===== src/verilog/robot_pkg.sv =====
// token robot shared types
package robot_pkg;

	typedef logic [7:0] byte_t;
	typedef logic [7:0] verb_t;
	typedef logic [7:0] reply_t;
	typedef logic [7:0] servo_pos_t;
	typedef logic [2:0] servo_idx_t;

	// controller states, announce first after reset
	typedef enum logic [3:0] {
		s_announce,
		s_verb,
		s_arg1,
		s_arg2,
		s_arg3,
		s_decode,
		s_reply1,
		s_wait_tx,
		s_reply2
	} fsm_state_t;

	localparam verb_t VERB_RESTART = 8'd1;
	localparam verb_t VERB_PING    = 8'd2;
	localparam verb_t VERB_MTNE    = 8'd3;

	localparam reply_t REPLY_INIT = 8'd1;
	localparam reply_t REPLY_ACK  = 8'd4;
	localparam reply_t REPLY_PONG = 8'd5;

	// maintenance sub-codes, sent in arg1
	localparam byte_t MTNE_CLEAR  = 8'd0;
	localparam byte_t MTNE_SERVO1 = 8'd1;
	localparam byte_t MTNE_SERVO2 = 8'd2;
	localparam byte_t MTNE_SERVO3 = 8'd3;
	localparam byte_t MTNE_SERVO4 = 8'd4;
	localparam byte_t MTNE_SERVO5 = 8'd5;

	localparam int NUM_SERVOS = 5;

endpackage


===== src/verilog/servo_cmd_if.sv =====
// maintenance servo command link
interface servo_cmd_if;

	// one-cycle strobes
	logic write;
	logic clear_all;
	// valid with write
	robot_pkg::servo_idx_t index;
	robot_pkg::servo_pos_t position;

	modport master (
		output write,
		output clear_all,
		output index,
		output position
	);

	modport slave (
		input write,
		input clear_all,
		input index,
		input position
	);

endinterface


===== src/verilog/command_fsm.sv =====
// command controller state machine
module command_fsm (
	input  logic             clk50m,
	input  logic             reset,
	input  logic             rx_valid,
	input  robot_pkg::byte_t rx_data,
	input  logic             tx_busy,
	output logic             tx_start,
	output robot_pkg::byte_t tx_data,
	servo_cmd_if.master      servo
);

	robot_pkg::fsm_state_t state;
	robot_pkg::verb_t      verb;
	robot_pkg::byte_t      arg1;
	robot_pkg::byte_t      arg2;
	robot_pkg::reply_t     first_reply;
	logic                  echo_pending;
	logic                  tx_idle;

	// busy only rises the cycle after start
	assign tx_idle = !tx_busy && !tx_start;

	always_ff @(posedge clk50m or negedge reset) begin
		if (!reset) begin
			state           <= robot_pkg::s_announce;
			tx_start        <= 1'b0;
			echo_pending    <= 1'b0;
			servo.write     <= 1'b0;
			servo.clear_all <= 1'b0;
		end else begin
			tx_start        <= 1'b0;
			servo.write     <= 1'b0;
			servo.clear_all <= 1'b0;
			case (state)
				robot_pkg::s_announce: begin
					echo_pending <= 1'b0;
					if (tx_idle) begin
						tx_start <= 1'b1;
						state    <= robot_pkg::s_wait_tx;
					end
				end
				robot_pkg::s_verb: if (rx_valid) state <= robot_pkg::s_arg1;
				robot_pkg::s_arg1: if (rx_valid) state <= robot_pkg::s_arg2;
				robot_pkg::s_arg2: if (rx_valid) state <= robot_pkg::s_arg3;
				// fourth byte closes the frame, nothing in it is kept
				robot_pkg::s_arg3: if (rx_valid) state <= robot_pkg::s_decode;
				robot_pkg::s_decode: begin
					case (verb)
						robot_pkg::VERB_RESTART: state <= robot_pkg::s_announce;
						robot_pkg::VERB_PING: begin
							echo_pending <= 1'b0;
							state        <= robot_pkg::s_reply1;
						end
						robot_pkg::VERB_MTNE: begin
							echo_pending <= 1'b1;
							case (arg1)
								robot_pkg::MTNE_CLEAR: begin
									servo.clear_all <= 1'b1;
									state           <= robot_pkg::s_reply1;
								end
								robot_pkg::MTNE_SERVO1, robot_pkg::MTNE_SERVO2,
								robot_pkg::MTNE_SERVO3, robot_pkg::MTNE_SERVO4,
								robot_pkg::MTNE_SERVO5: begin
									servo.write <= 1'b1;
									state       <= robot_pkg::s_reply1;
								end
								default: state <= robot_pkg::s_announce;
							endcase
						end
						// verb 0 and unknown verbs get no reply
						default: state <= robot_pkg::s_verb;
					endcase
				end
				robot_pkg::s_reply1, robot_pkg::s_reply2: begin
					if (!tx_busy) begin
						tx_start <= 1'b1;
						state    <= robot_pkg::s_wait_tx;
						if (state == robot_pkg::s_reply2) echo_pending <= 1'b0;
					end
				end
				robot_pkg::s_wait_tx: begin
					if (tx_idle) begin
						state <= echo_pending ? robot_pkg::s_reply2 : robot_pkg::s_verb;
					end
				end
				default: state <= robot_pkg::s_announce;
			endcase
		end
	end

	// command bytes, reply bytes and servo payload
	always_ff @(posedge clk50m) begin
		if (rx_valid && state == robot_pkg::s_verb) verb <= rx_data;
		if (rx_valid && state == robot_pkg::s_arg1) arg1 <= rx_data;
		if (rx_valid && state == robot_pkg::s_arg2) arg2 <= rx_data;
		if (state == robot_pkg::s_decode) begin
			first_reply    <= (verb == robot_pkg::VERB_PING) ?
				robot_pkg::REPLY_PONG : robot_pkg::REPLY_ACK;
			servo.index    <= robot_pkg::servo_idx_t'(arg1 - robot_pkg::MTNE_SERVO1);
			servo.position <= arg2;
		end
		case (state)
			robot_pkg::s_announce: tx_data <= robot_pkg::REPLY_INIT;
			robot_pkg::s_reply1:   tx_data <= first_reply;
			// echo of the verb
			robot_pkg::s_reply2:   tx_data <= verb;
			default:               tx_data <= tx_data;
		endcase
	end

	a_state_legal: assert property (@(posedge clk50m) disable iff (!reset)
		state inside {robot_pkg::s_announce, robot_pkg::s_verb, robot_pkg::s_arg1,
			robot_pkg::s_arg2, robot_pkg::s_arg3, robot_pkg::s_decode,
			robot_pkg::s_reply1, robot_pkg::s_wait_tx, robot_pkg::s_reply2});

endmodule


===== src/verilog/servo_bank.sv =====
// servo pulse generator bank
module servo_bank #(
	parameter int servo_period = 1000000,
	parameter int pulse_min    = 50000,
	parameter int pulse_step   = 196
) (
	input  logic                              clk50m,
	input  logic                              reset,
	servo_cmd_if.slave                        servo,
	output logic [robot_pkg::NUM_SERVOS-1:0] pwm
);

	localparam int cnt_w = $clog2(servo_period);

	logic [cnt_w-1:0]                 frame_cnt;
	logic                             frame_end;
	logic [robot_pkg::NUM_SERVOS-1:0] en;
	// copies taken at frame start
	logic [robot_pkg::NUM_SERVOS-1:0] en_act;
	logic [cnt_w-1:0]                 width [robot_pkg::NUM_SERVOS];
	robot_pkg::servo_pos_t            pos [robot_pkg::NUM_SERVOS];

	assign frame_end = (frame_cnt == cnt_w'(servo_period - 1));

	always_ff @(posedge clk50m or negedge reset) begin
		if (!reset) begin
			frame_cnt <= '0;
			en        <= '0;
			en_act    <= '0;
			pwm       <= '0;
		end else begin
			frame_cnt <= frame_end ? '0 : frame_cnt + 1'b1;
			if (servo.clear_all) begin
				en <= '0;
			end else if (servo.write) begin
				en[servo.index] <= 1'b1;
			end
			if (frame_end) en_act <= en;
			// high for width cycles at the head of each frame
			for (int i = 0; i < robot_pkg::NUM_SERVOS; i++) begin
				pwm[i] <= en_act[i] && (frame_cnt < width[i]);
			end
		end
	end

	always_ff @(posedge clk50m) begin
		if (servo.write) pos[servo.index] <= servo.position;
		if (frame_end) begin
			for (int i = 0; i < robot_pkg::NUM_SERVOS; i++) begin
				width[i] <= cnt_w'(pulse_min + int'(pos[i]) * pulse_step);
			end
		end
	end

	// sub-code decode in the controller only produces channels 0 to 4
	a_index_range: assert property (@(posedge clk50m) disable iff (!reset)
		servo.write |-> (int'(servo.index) < robot_pkg::NUM_SERVOS));

endmodule


===== src/verilog/token_robot_top.sv =====
// token robot controller top
module token_robot_top #(
	parameter int clks_per_bit = 434,
	parameter int servo_period = 1000000,
	parameter int pulse_min    = 50000,
	parameter int pulse_step   = 196
) (
	input  logic                              clk50m,
	input  logic                              reset,
	input  logic                              serial_raw,
	output logic                              serial_return,
	output logic                              tx_busy,
	output logic [robot_pkg::NUM_SERVOS-1:0] pwm
);

	logic             rx_valid;
	robot_pkg::byte_t rx_data;
	logic             tx_start;
	robot_pkg::byte_t tx_data;

	servo_cmd_if servo_cmd ();

	uart_rx #(.clks_per_bit(clks_per_bit)) i_uart_rx (
		.clk50m    (clk50m),
		.reset     (reset),
		.serial_raw(serial_raw),
		.rx_valid  (rx_valid),
		.rx_data   (rx_data)
	);

	uart_tx #(.clks_per_bit(clks_per_bit)) i_uart_tx (
		.clk50m       (clk50m),
		.reset        (reset),
		.tx_start     (tx_start),
		.tx_data      (tx_data),
		.serial_return(serial_return),
		.tx_busy      (tx_busy)
	);

	command_fsm i_command_fsm (
		.clk50m  (clk50m),
		.reset   (reset),
		.rx_valid(rx_valid),
		.rx_data (rx_data),
		.tx_busy (tx_busy),
		.tx_start(tx_start),
		.tx_data (tx_data),
		.servo   (servo_cmd.master)
	);

	servo_bank #(
		.servo_period(servo_period),
		.pulse_min   (pulse_min),
		.pulse_step  (pulse_step)
	) i_servo_bank (
		.clk50m(clk50m),
		.reset (reset),
		.servo (servo_cmd.slave),
		.pwm   (pwm)
	);

endmodule


===== src/verilog/uart_rx.sv =====
// serial byte receiver
module uart_rx #(
	parameter int clks_per_bit = 434
) (
	input  logic            clk50m,
	input  logic            reset,
	input  logic            serial_raw,
	output logic            rx_valid,
	output robot_pkg::byte_t rx_data
);

	localparam int cnt_w = $clog2(clks_per_bit);
	// half a bit to reach mid start bit, less the two sync flops
	localparam int start_load = clks_per_bit / 2 + 2;

	logic             sync1;
	logic             sync2;
	logic             active;
	logic             bit_tick;
	logic [cnt_w-1:0] clk_cnt;
	logic [3:0]       bit_cnt;

	assign bit_tick = (clk_cnt == cnt_w'(clks_per_bit - 1));

	always_ff @(posedge clk50m or negedge reset) begin
		if (!reset) begin
			sync1    <= 1'b1;
			sync2    <= 1'b1;
			active   <= 1'b0;
			rx_valid <= 1'b0;
			clk_cnt  <= '0;
			bit_cnt  <= '0;
		end else begin
			sync1    <= serial_raw;
			sync2    <= sync1;
			rx_valid <= 1'b0;
			if (!active) begin
				if (!sync2) begin
					active  <= 1'b1;
					clk_cnt <= cnt_w'(start_load);
					bit_cnt <= '0;
				end
			end else if (bit_tick) begin
				clk_cnt <= '0;
				if (bit_cnt == 4'd0 && sync2) begin
					// glitch, line went back high before mid start bit
					active <= 1'b0;
				end else if (bit_cnt == 4'd9) begin
					active   <= 1'b0;
					rx_valid <= sync2;
				end else begin
					bit_cnt <= bit_cnt + 4'd1;
				end
			end else begin
				clk_cnt <= clk_cnt + 1'b1;
			end
		end
	end

	// data bits arrive lsb first
	always_ff @(posedge clk50m) begin
		if (active && bit_tick && bit_cnt >= 4'd1 && bit_cnt <= 4'd8) begin
			rx_data <= {sync2, rx_data[7:1]};
		end
	end

endmodule


===== src/verilog/uart_tx.sv =====
// serial byte transmitter
module uart_tx #(
	parameter int clks_per_bit = 434
) (
	input  logic            clk50m,
	input  logic            reset,
	input  logic            tx_start,
	input  robot_pkg::byte_t tx_data,
	output logic            serial_return,
	output logic            tx_busy
);

	localparam int cnt_w = $clog2(clks_per_bit);

	logic             bit_tick;
	logic [cnt_w-1:0] clk_cnt;
	logic [3:0]       bit_cnt;
	// data bits then the stop bit
	logic [8:0]       shreg;

	assign bit_tick = (clk_cnt == cnt_w'(clks_per_bit - 1));

	always_ff @(posedge clk50m or negedge reset) begin
		if (!reset) begin
			serial_return <= 1'b1;
			tx_busy       <= 1'b0;
			clk_cnt       <= '0;
			bit_cnt       <= '0;
		end else if (!tx_busy) begin
			if (tx_start) begin
				// start bit goes out straight away
				serial_return <= 1'b0;
				tx_busy       <= 1'b1;
				clk_cnt       <= '0;
				bit_cnt       <= '0;
			end
		end else if (bit_tick) begin
			clk_cnt <= '0;
			if (bit_cnt == 4'd9) begin
				tx_busy <= 1'b0;
			end else begin
				serial_return <= shreg[0];
				bit_cnt       <= bit_cnt + 4'd1;
			end
		end else begin
			clk_cnt <= clk_cnt + 1'b1;
		end
	end

	always_ff @(posedge clk50m) begin
		if (!tx_busy && tx_start) begin
			shreg <= {1'b1, tx_data};
		end else if (tx_busy && bit_tick) begin
			shreg <= {1'b1, shreg[8:1]};
		end
	end

	// controller must hold off while a frame is going out
	a_no_start_busy: assert property (@(posedge clk50m) disable iff (!reset)
		tx_start |-> !tx_busy);

endmodule

===== config.mk =====
export PLATFORM = sky130hd
export DESIGN_NAME = token_robot_top
export DESIGN_NICKNAME = d
export VERILOG_FILES = /design/src/verilog/robot_pkg.sv /design/src/verilog/servo_cmd_if.sv /design/src/verilog/command_fsm.sv /design/src/verilog/servo_bank.sv /design/src/verilog/token_robot_top.sv /design/src/verilog/uart_rx.sv /design/src/verilog/uart_tx.sv
export SDC_FILE = /design/constraint.sdc
export NUM_CORES = 1
export LEC_CHECK = 0
export ABC_AREA = 1
export BUFFER_PORTS_ARGS = -buffer_cell sky130_fd_sc_hd__buf_2
export CORE_ASPECT_RATIO = 0.5
export CORE_MARGIN = 4
export CORE_UTILIZATION = 25
export DETAILED_ROUTE_END_ITERATION = 12
export PLACE_DENSITY = 0.4
export REMOVE_ABC_BUFFERS = 1
export SYNTH_ARGS = -nofsm -noshare
export SYNTH_HDL_FRONTEND = slang
export SYNTH_SLANG_ARGS = --single-unit
export TNS_END_PERCENT = 30

===== constraint.sdc =====
create_clock -name clk50m -period 6.8 [get_ports clk50m]
set_input_delay 0.68 -clock clk50m [delete_from_list [all_inputs] [get_ports clk50m]]
set_output_delay 0.68 -clock clk50m [all_outputs]
set_load 0.01 [all_outputs]

* After elaboration in Yosys (flattened, before gate mapping)
Memory sizes are Yosys's and may differ from the RTL's.
Cells that the tools add are included.
** Cells by class
- Add/sub/neg operators :: 11
- Multipliers :: 5
- Div/mod/pow operators :: 0
- Order comparisons :: 9
- Equality and inequality tests :: 36
- Shift operators :: 0
- Muxes and demuxes :: 69
- Bitwise logic cells :: 1
- Reduce and logical (&&, ||, !) cells :: 33
** Operators by type and width (count)
- adder 17 x 20 -> 20 bit (first input constant) :: 5
- < comparator 20 bit :: 5
- multiplier 8 x 6 -> 14 bit (second input constant) :: 5
- two-way mux 4 bit :: 17
- two-way mux 9 bit :: 6
- two-way mux 1 bit :: 33
- == test 8 x 2 -> 1 bit (second input constant) :: 4
- case mux 4 bit (8 select lines) :: 1
- case mux 8 bit (3 select lines) :: 1
- inequality test 2 bit (second input constant) :: 11
- adder 20 x 1 -> 20 bit (second input constant) :: 1
- == test 20 bit (second input constant) :: 1
- two-way mux 20 bit :: 1
- adder 9 x 1 -> 9 bit (second input constant) :: 2
- == test 9 bit (second input constant) :: 2
- == test 4 x 3 -> 1 bit (second input constant) :: 4
- == test 8 x 1 -> 1 bit (second input constant) :: 2
- == test 8 x 3 -> 1 bit (second input constant) :: 2
- logical AND 1 bit :: 16
- two-way mux 8 bit :: 2
- == test 4 bit (second input constant) :: 3
- case mux 4 bit (3 select lines) :: 1
- two-way mux 5 bit :: 2
- adder 4 x 1 -> 4 bit (second input constant) :: 2
- other kinds (25) :: 35
** Storage, ports and cells
- Register bits :: 142
- Bits in latches :: 0
- Bits in writable memories :: 140
- Memory bits (read-only) :: 0
- Input port bits :: 3
- Word-level logic and storage cells :: 194
- Memories kept :: 2
** Memory list
- i_servo_bank.width :: depth 5, bits a word 20, rd ports 5, clocked after memory_dff 0, write ports 5, RTL line servo_bank.sv:20 : logic [cnt_w-1:0] width [robot_pkg::NUM_SERVOS];
- i_servo_bank.pos :: depth 5, bits a word 8, rd ports 5, clocked after memory_dff 0, write ports 1, RTL line servo_bank.sv:21 : robot_pkg::servo_pos_t pos [robot_pkg::NUM_SERVOS];

* Logic depth before layout (Yosys ltp)
- Word-level depth :: 7
- Gate-level depth with buffers :: 18

* Modules after synthesis
A second synthesis with hierarchy kept.
** Unflattened totals
- Cell total of the unflattened synthesis :: 1705
- Area, all modules :: 16074.2 sq um
** Modules (own cells, without submodules)
- servo_bank :: instances 1, cells an instance 1249, area an instance 11417.2 sq um, sequential area each 4329.2 sq um
- command_fsm :: instances 1, cells an instance 182, area an instance 2185.8 sq um, sequential area each 1521.5 sq um
- uart_rx :: instances 1, cells an instance 133, area an instance 1251.2 sq um, sequential area each 668.1 sq um
- uart_tx :: instances 1, cells an instance 141, area an instance 1219.9 sq um, sequential area each 616.8 sq um

* Worst setup path before layout
No wires, ideal clock.
- Kind :: reg-to-reg
- Start point :: memory i_servo_bank.pos[0][2] (netlist bit)
- End point :: memory i_servo_bank.width[0][14] (netlist bit), data pin
- Library setup time :: 254 ps
- Arrival time :: 2880 ps
- Required time :: 6546 ps
- Slack :: 3667 ps
- Stages on the path, launching flop included :: 15
- Buffers on the path :: 0
- Path through :: edfxtp_1 ha_1 inv_1 fa_1 inv_1 ha_1 ha_1 inv_1 fa_1 xnor2_1 nand3_2 nor2_2 nand3_1 nand2_1 nand2_1
** RTL lines (RTL line)
- start, declared :: servo_bank.sv:21
- end, declared :: servo_bank.sv:20

==> results.cfg <==
[final_layout]
areaGrowthSynthToFinish_pct = 13.1
fin_area_mm2 = 0.0179
fillers = 6507
final_core_utilization = 0.290
drive_gt1_frac = 0.0672
nets = 1938

[route]
drc = 0
wl_per_cell_um = 13.9
drt_wl_total_mm = 35.4
detail-route-antenna-nets = 0
dr.pass1.iters = 5
vias = 10500
first_iter_violations = 534
avgViaCountPerCell = 4.15

[pwr]
power_frac_comb = 0.004
switching_share = 0.199
power_switching_mw = 0.656
p_int_mw = 2.64
ir_drop_v = 0.000154
p_per_area_mw_per_mm2 = 184
p_leak_nw = 8.48
total_power_mw = 3.30
p_seq_frac = 0.490
clock_power_share = 0.507

[placement]
io_buffers = 9
dp.final_hpwl_mm = 25.6
place_area_mm2 = 0.0169
gp_congestion = 0.745

[cts]
cts_tree = built
cts_hold_buffers = 0
root_buffer = clkbuf_16
clkTransAtPathRegs_ns = 0.07
insertion_delay_ns = 0.55
post_cts_buffers = 0
cts.sinks = 250
ctsResizeCount = 0
numCtsBuffers = 27
cts_buffer_depth = 3
htree_levels = 1

[global_route]
grt-ovfl-total = 0
antenna_found_initial = 1
grt_max_degree = 77
grt_usage = 0.108
grt_pass1_wl_mm = 58.0
first_global_vias = 10600

[timing]
final_max_slew_viol_count = 0
fmax_mhz = 298
rsz0062_at_grt = false
skew_ns = 0.0131
tns_ns = 0
fin_crit_sh = 0.493
timing.hold.ws_ns = 0.0417
finalSetupViolCount = 0
max_slew.worst_pin.slew_ns = 1.13
finalHoldViolCount = 0
maxSlewHeadroom = 0.241
fin_crit_ns = 3.35

[logic_synthesis]
syn_area_mm2 = 0.0158
ys_seq_elements = 250
yosysTopAreaCellShare = 0.332
synthDistinctLibCells = 46
yosys-top-cells-area = edfxtp_1, ha_1, dfrtp_1
synth-edff-count = 175
synthCells = 1655
ys.flop_type = edfxtp_1
yosys_warnings = 0
synth.avg_cell_area_um2 = 9.57
yosysSeqAreaShare = 0.450
synth_area_leader_cell = edfxtp_1
async_flop_share = 0.300

[die]
rows = 64
dieArea_mm2 = 0.0677
die_x_um = 364
core_mm2 = 0.0619
die_y_um = 186
ioPinCount = 10
start_util = 0.256

[critical_path]
crit_path_max_fanout = 4
max_stage_delay_ns = 0.50
critical_path.endpoint_type = flop
path_class = reg2reg
cp-start-kind = flop
crit_chain = ha_1 > inv_1 > fa_1 > inv_1 > ha_1 > ha_1 > inv_1 > fa_1 > xnor2_1 > nand3_2 > nor2_2 > nand3_1 > nand2_1 > nand2_1
cpMaxStageDelayCell = fa_1
cp.required_ns = 7.09
cp.arrival_ns = 3.64

[min_path]
hold_class = in2async

[run]
maxCapViolations = 0

[run_status]
status = finished clean
[Yosys cell counts (2+ instances only)]
cell and count:
nand3_2 4, nand2_1 330, o211ai_1 3, inv_2 5, dfstp_2 3, nand3b_1 8
a31oi_1 2, nor2_1 99, xor2_1 47, o21a_1 9, o21ai_2 5, nand2_2 3
o21ai_0 44, nor3_1 26, nand4_1 46, buf_2 4, nor4_1 6, nor3b_2 3
nor3_2 4, or2_2 7, xnor2_1 25, nand2_4 3, ha_1 229, nor2_2 10
inv_1 279, a21oi_1 60, o22ai_1 6, edfxtp_1 175, fa_1 15, o21ai_1 8
dfrtp_1 72, nand3_1 98, or2_1 4
[sequential cells by signal, indices dropped and copies added, names as in the netlist, 9 cells and up]
name                    cells
i_servo_bank.frame_cnt     20
i_servo_bank.width         75
i_uart_tx.clk_cnt           9
i_uart_rx.clk_cnt           9
i_servo_bank.pos           40
[cell families (layout without fill, tap and decap cells)]
family / Yosys count / count (layout) / synth area share
AND/OR/NAND/NOR: 660 / 660 / 0.192
buffers and inverters: 290 / 346 / 0.0697
flip-flops: 250 / 250 / 0.450
adder cells (fa/ha/maj): 244 / 244 / 0.200
AO/OA/AOI/OAI: 138 / 138 / 0.0475
XOR/XNOR: 73 / 73 / 0.0408
other: 0 / 1 / 0
[critical path, delay by kind of cell (launching register included)]
kind                     cells  cell delay (ns)
buffers and inverters        3             0.16
AND/OR/NAND/NOR              5             0.53
flip-flops                   1             0.44
adder cells (fa/ha/maj)      5             1.66
XOR/XNOR                     1             0.32
[power by group through the flow]
stage,clock network (mW),registers (mW),logic (mW)
after floorplan,0,1.65,0.000683
after global placement,0,1.65,0.0134
after detailed placement,0,1.65,0.0132
after CTS,1.74,1.61,0.0133
after global routing,1.81,1.61,0.0146
final,1.67,1.62,0.0119
[path summary, 6_finish.rpt]
check	startpoint	to	slack, ns	cells past startpoint
worst max-delay path	i_servo_bank.pos[0][2]$_DFFE_PP_	i_servo_bank.width[0][14]$_DFFE_PN_	3.45	14
worst min-delay path	reset	i_servo_bank.pwm[2]$_DFF_PN0_	0.04	1
worst max register to register	i_servo_bank.pos[0][2]$_DFFE_PP_	i_servo_bank.width[0][14]$_DFFE_PN_	3.45	14
worst min register to register	i_uart_rx.sync1$_DFF_PN1_	i_uart_rx.sync2$_DFF_PN1_	0.35	0
max in group asynchronous	reset	i_uart_rx.bit_cnt[2]$_DFFE_PN0P_	5.59	2
min in group clk50m	serial_raw	i_uart_rx.sync1$_DFF_PN1_	0.24	1
[area by class of cell]
type	count	area [um^2]	share of cell area
multi-input combinational	1115	7600	0.424
sequential	250	7140	0.398
inverter	284	1070	0.0595
tap	825	1030	0.0576
clock buffer	33	761	0.0424
clock inverter	16	246	0.0138
timing repair buffer	13	77.6	0.00433
antenna	1	2.50	0.000140
[metrics by stage]
| step | instances | worst slack, ns |
|---|---|---|
| after floorplan | 1649 | 3.67 |
| after global placement | 2487 | 3.49 |
| after detailed placement | 2487 | 3.45 |
| after CTS | 2536 | 3.43 |
| after global routing | 2536 | 3.16 |
| final | 2537 | 3.45 |
[cell usage in the layout (no fill, tap or decap), types with 46 or more instances in the layout]
cell	synthesis	layout
nand2_1	330	330
inv_1	279	278
ha_1	229	229
edfxtp_1	175	175
nor2_1	99	99
nand3_1	98	98
dfrtp_1	72	72
a21oi_1	60	60
xor2_1	47	47
nand4_1	46	46
[routing by layer]
metal  GRT usage  up-vias  wire [um]
met2       0.174       84      15300
met1       0.157     4787      18700
met4      0.0184        0        524
met3      0.0166       33        909
li1            -     5615          -
met5           0        -          0
No activity file was read; power rests on OpenSTA's default activity.
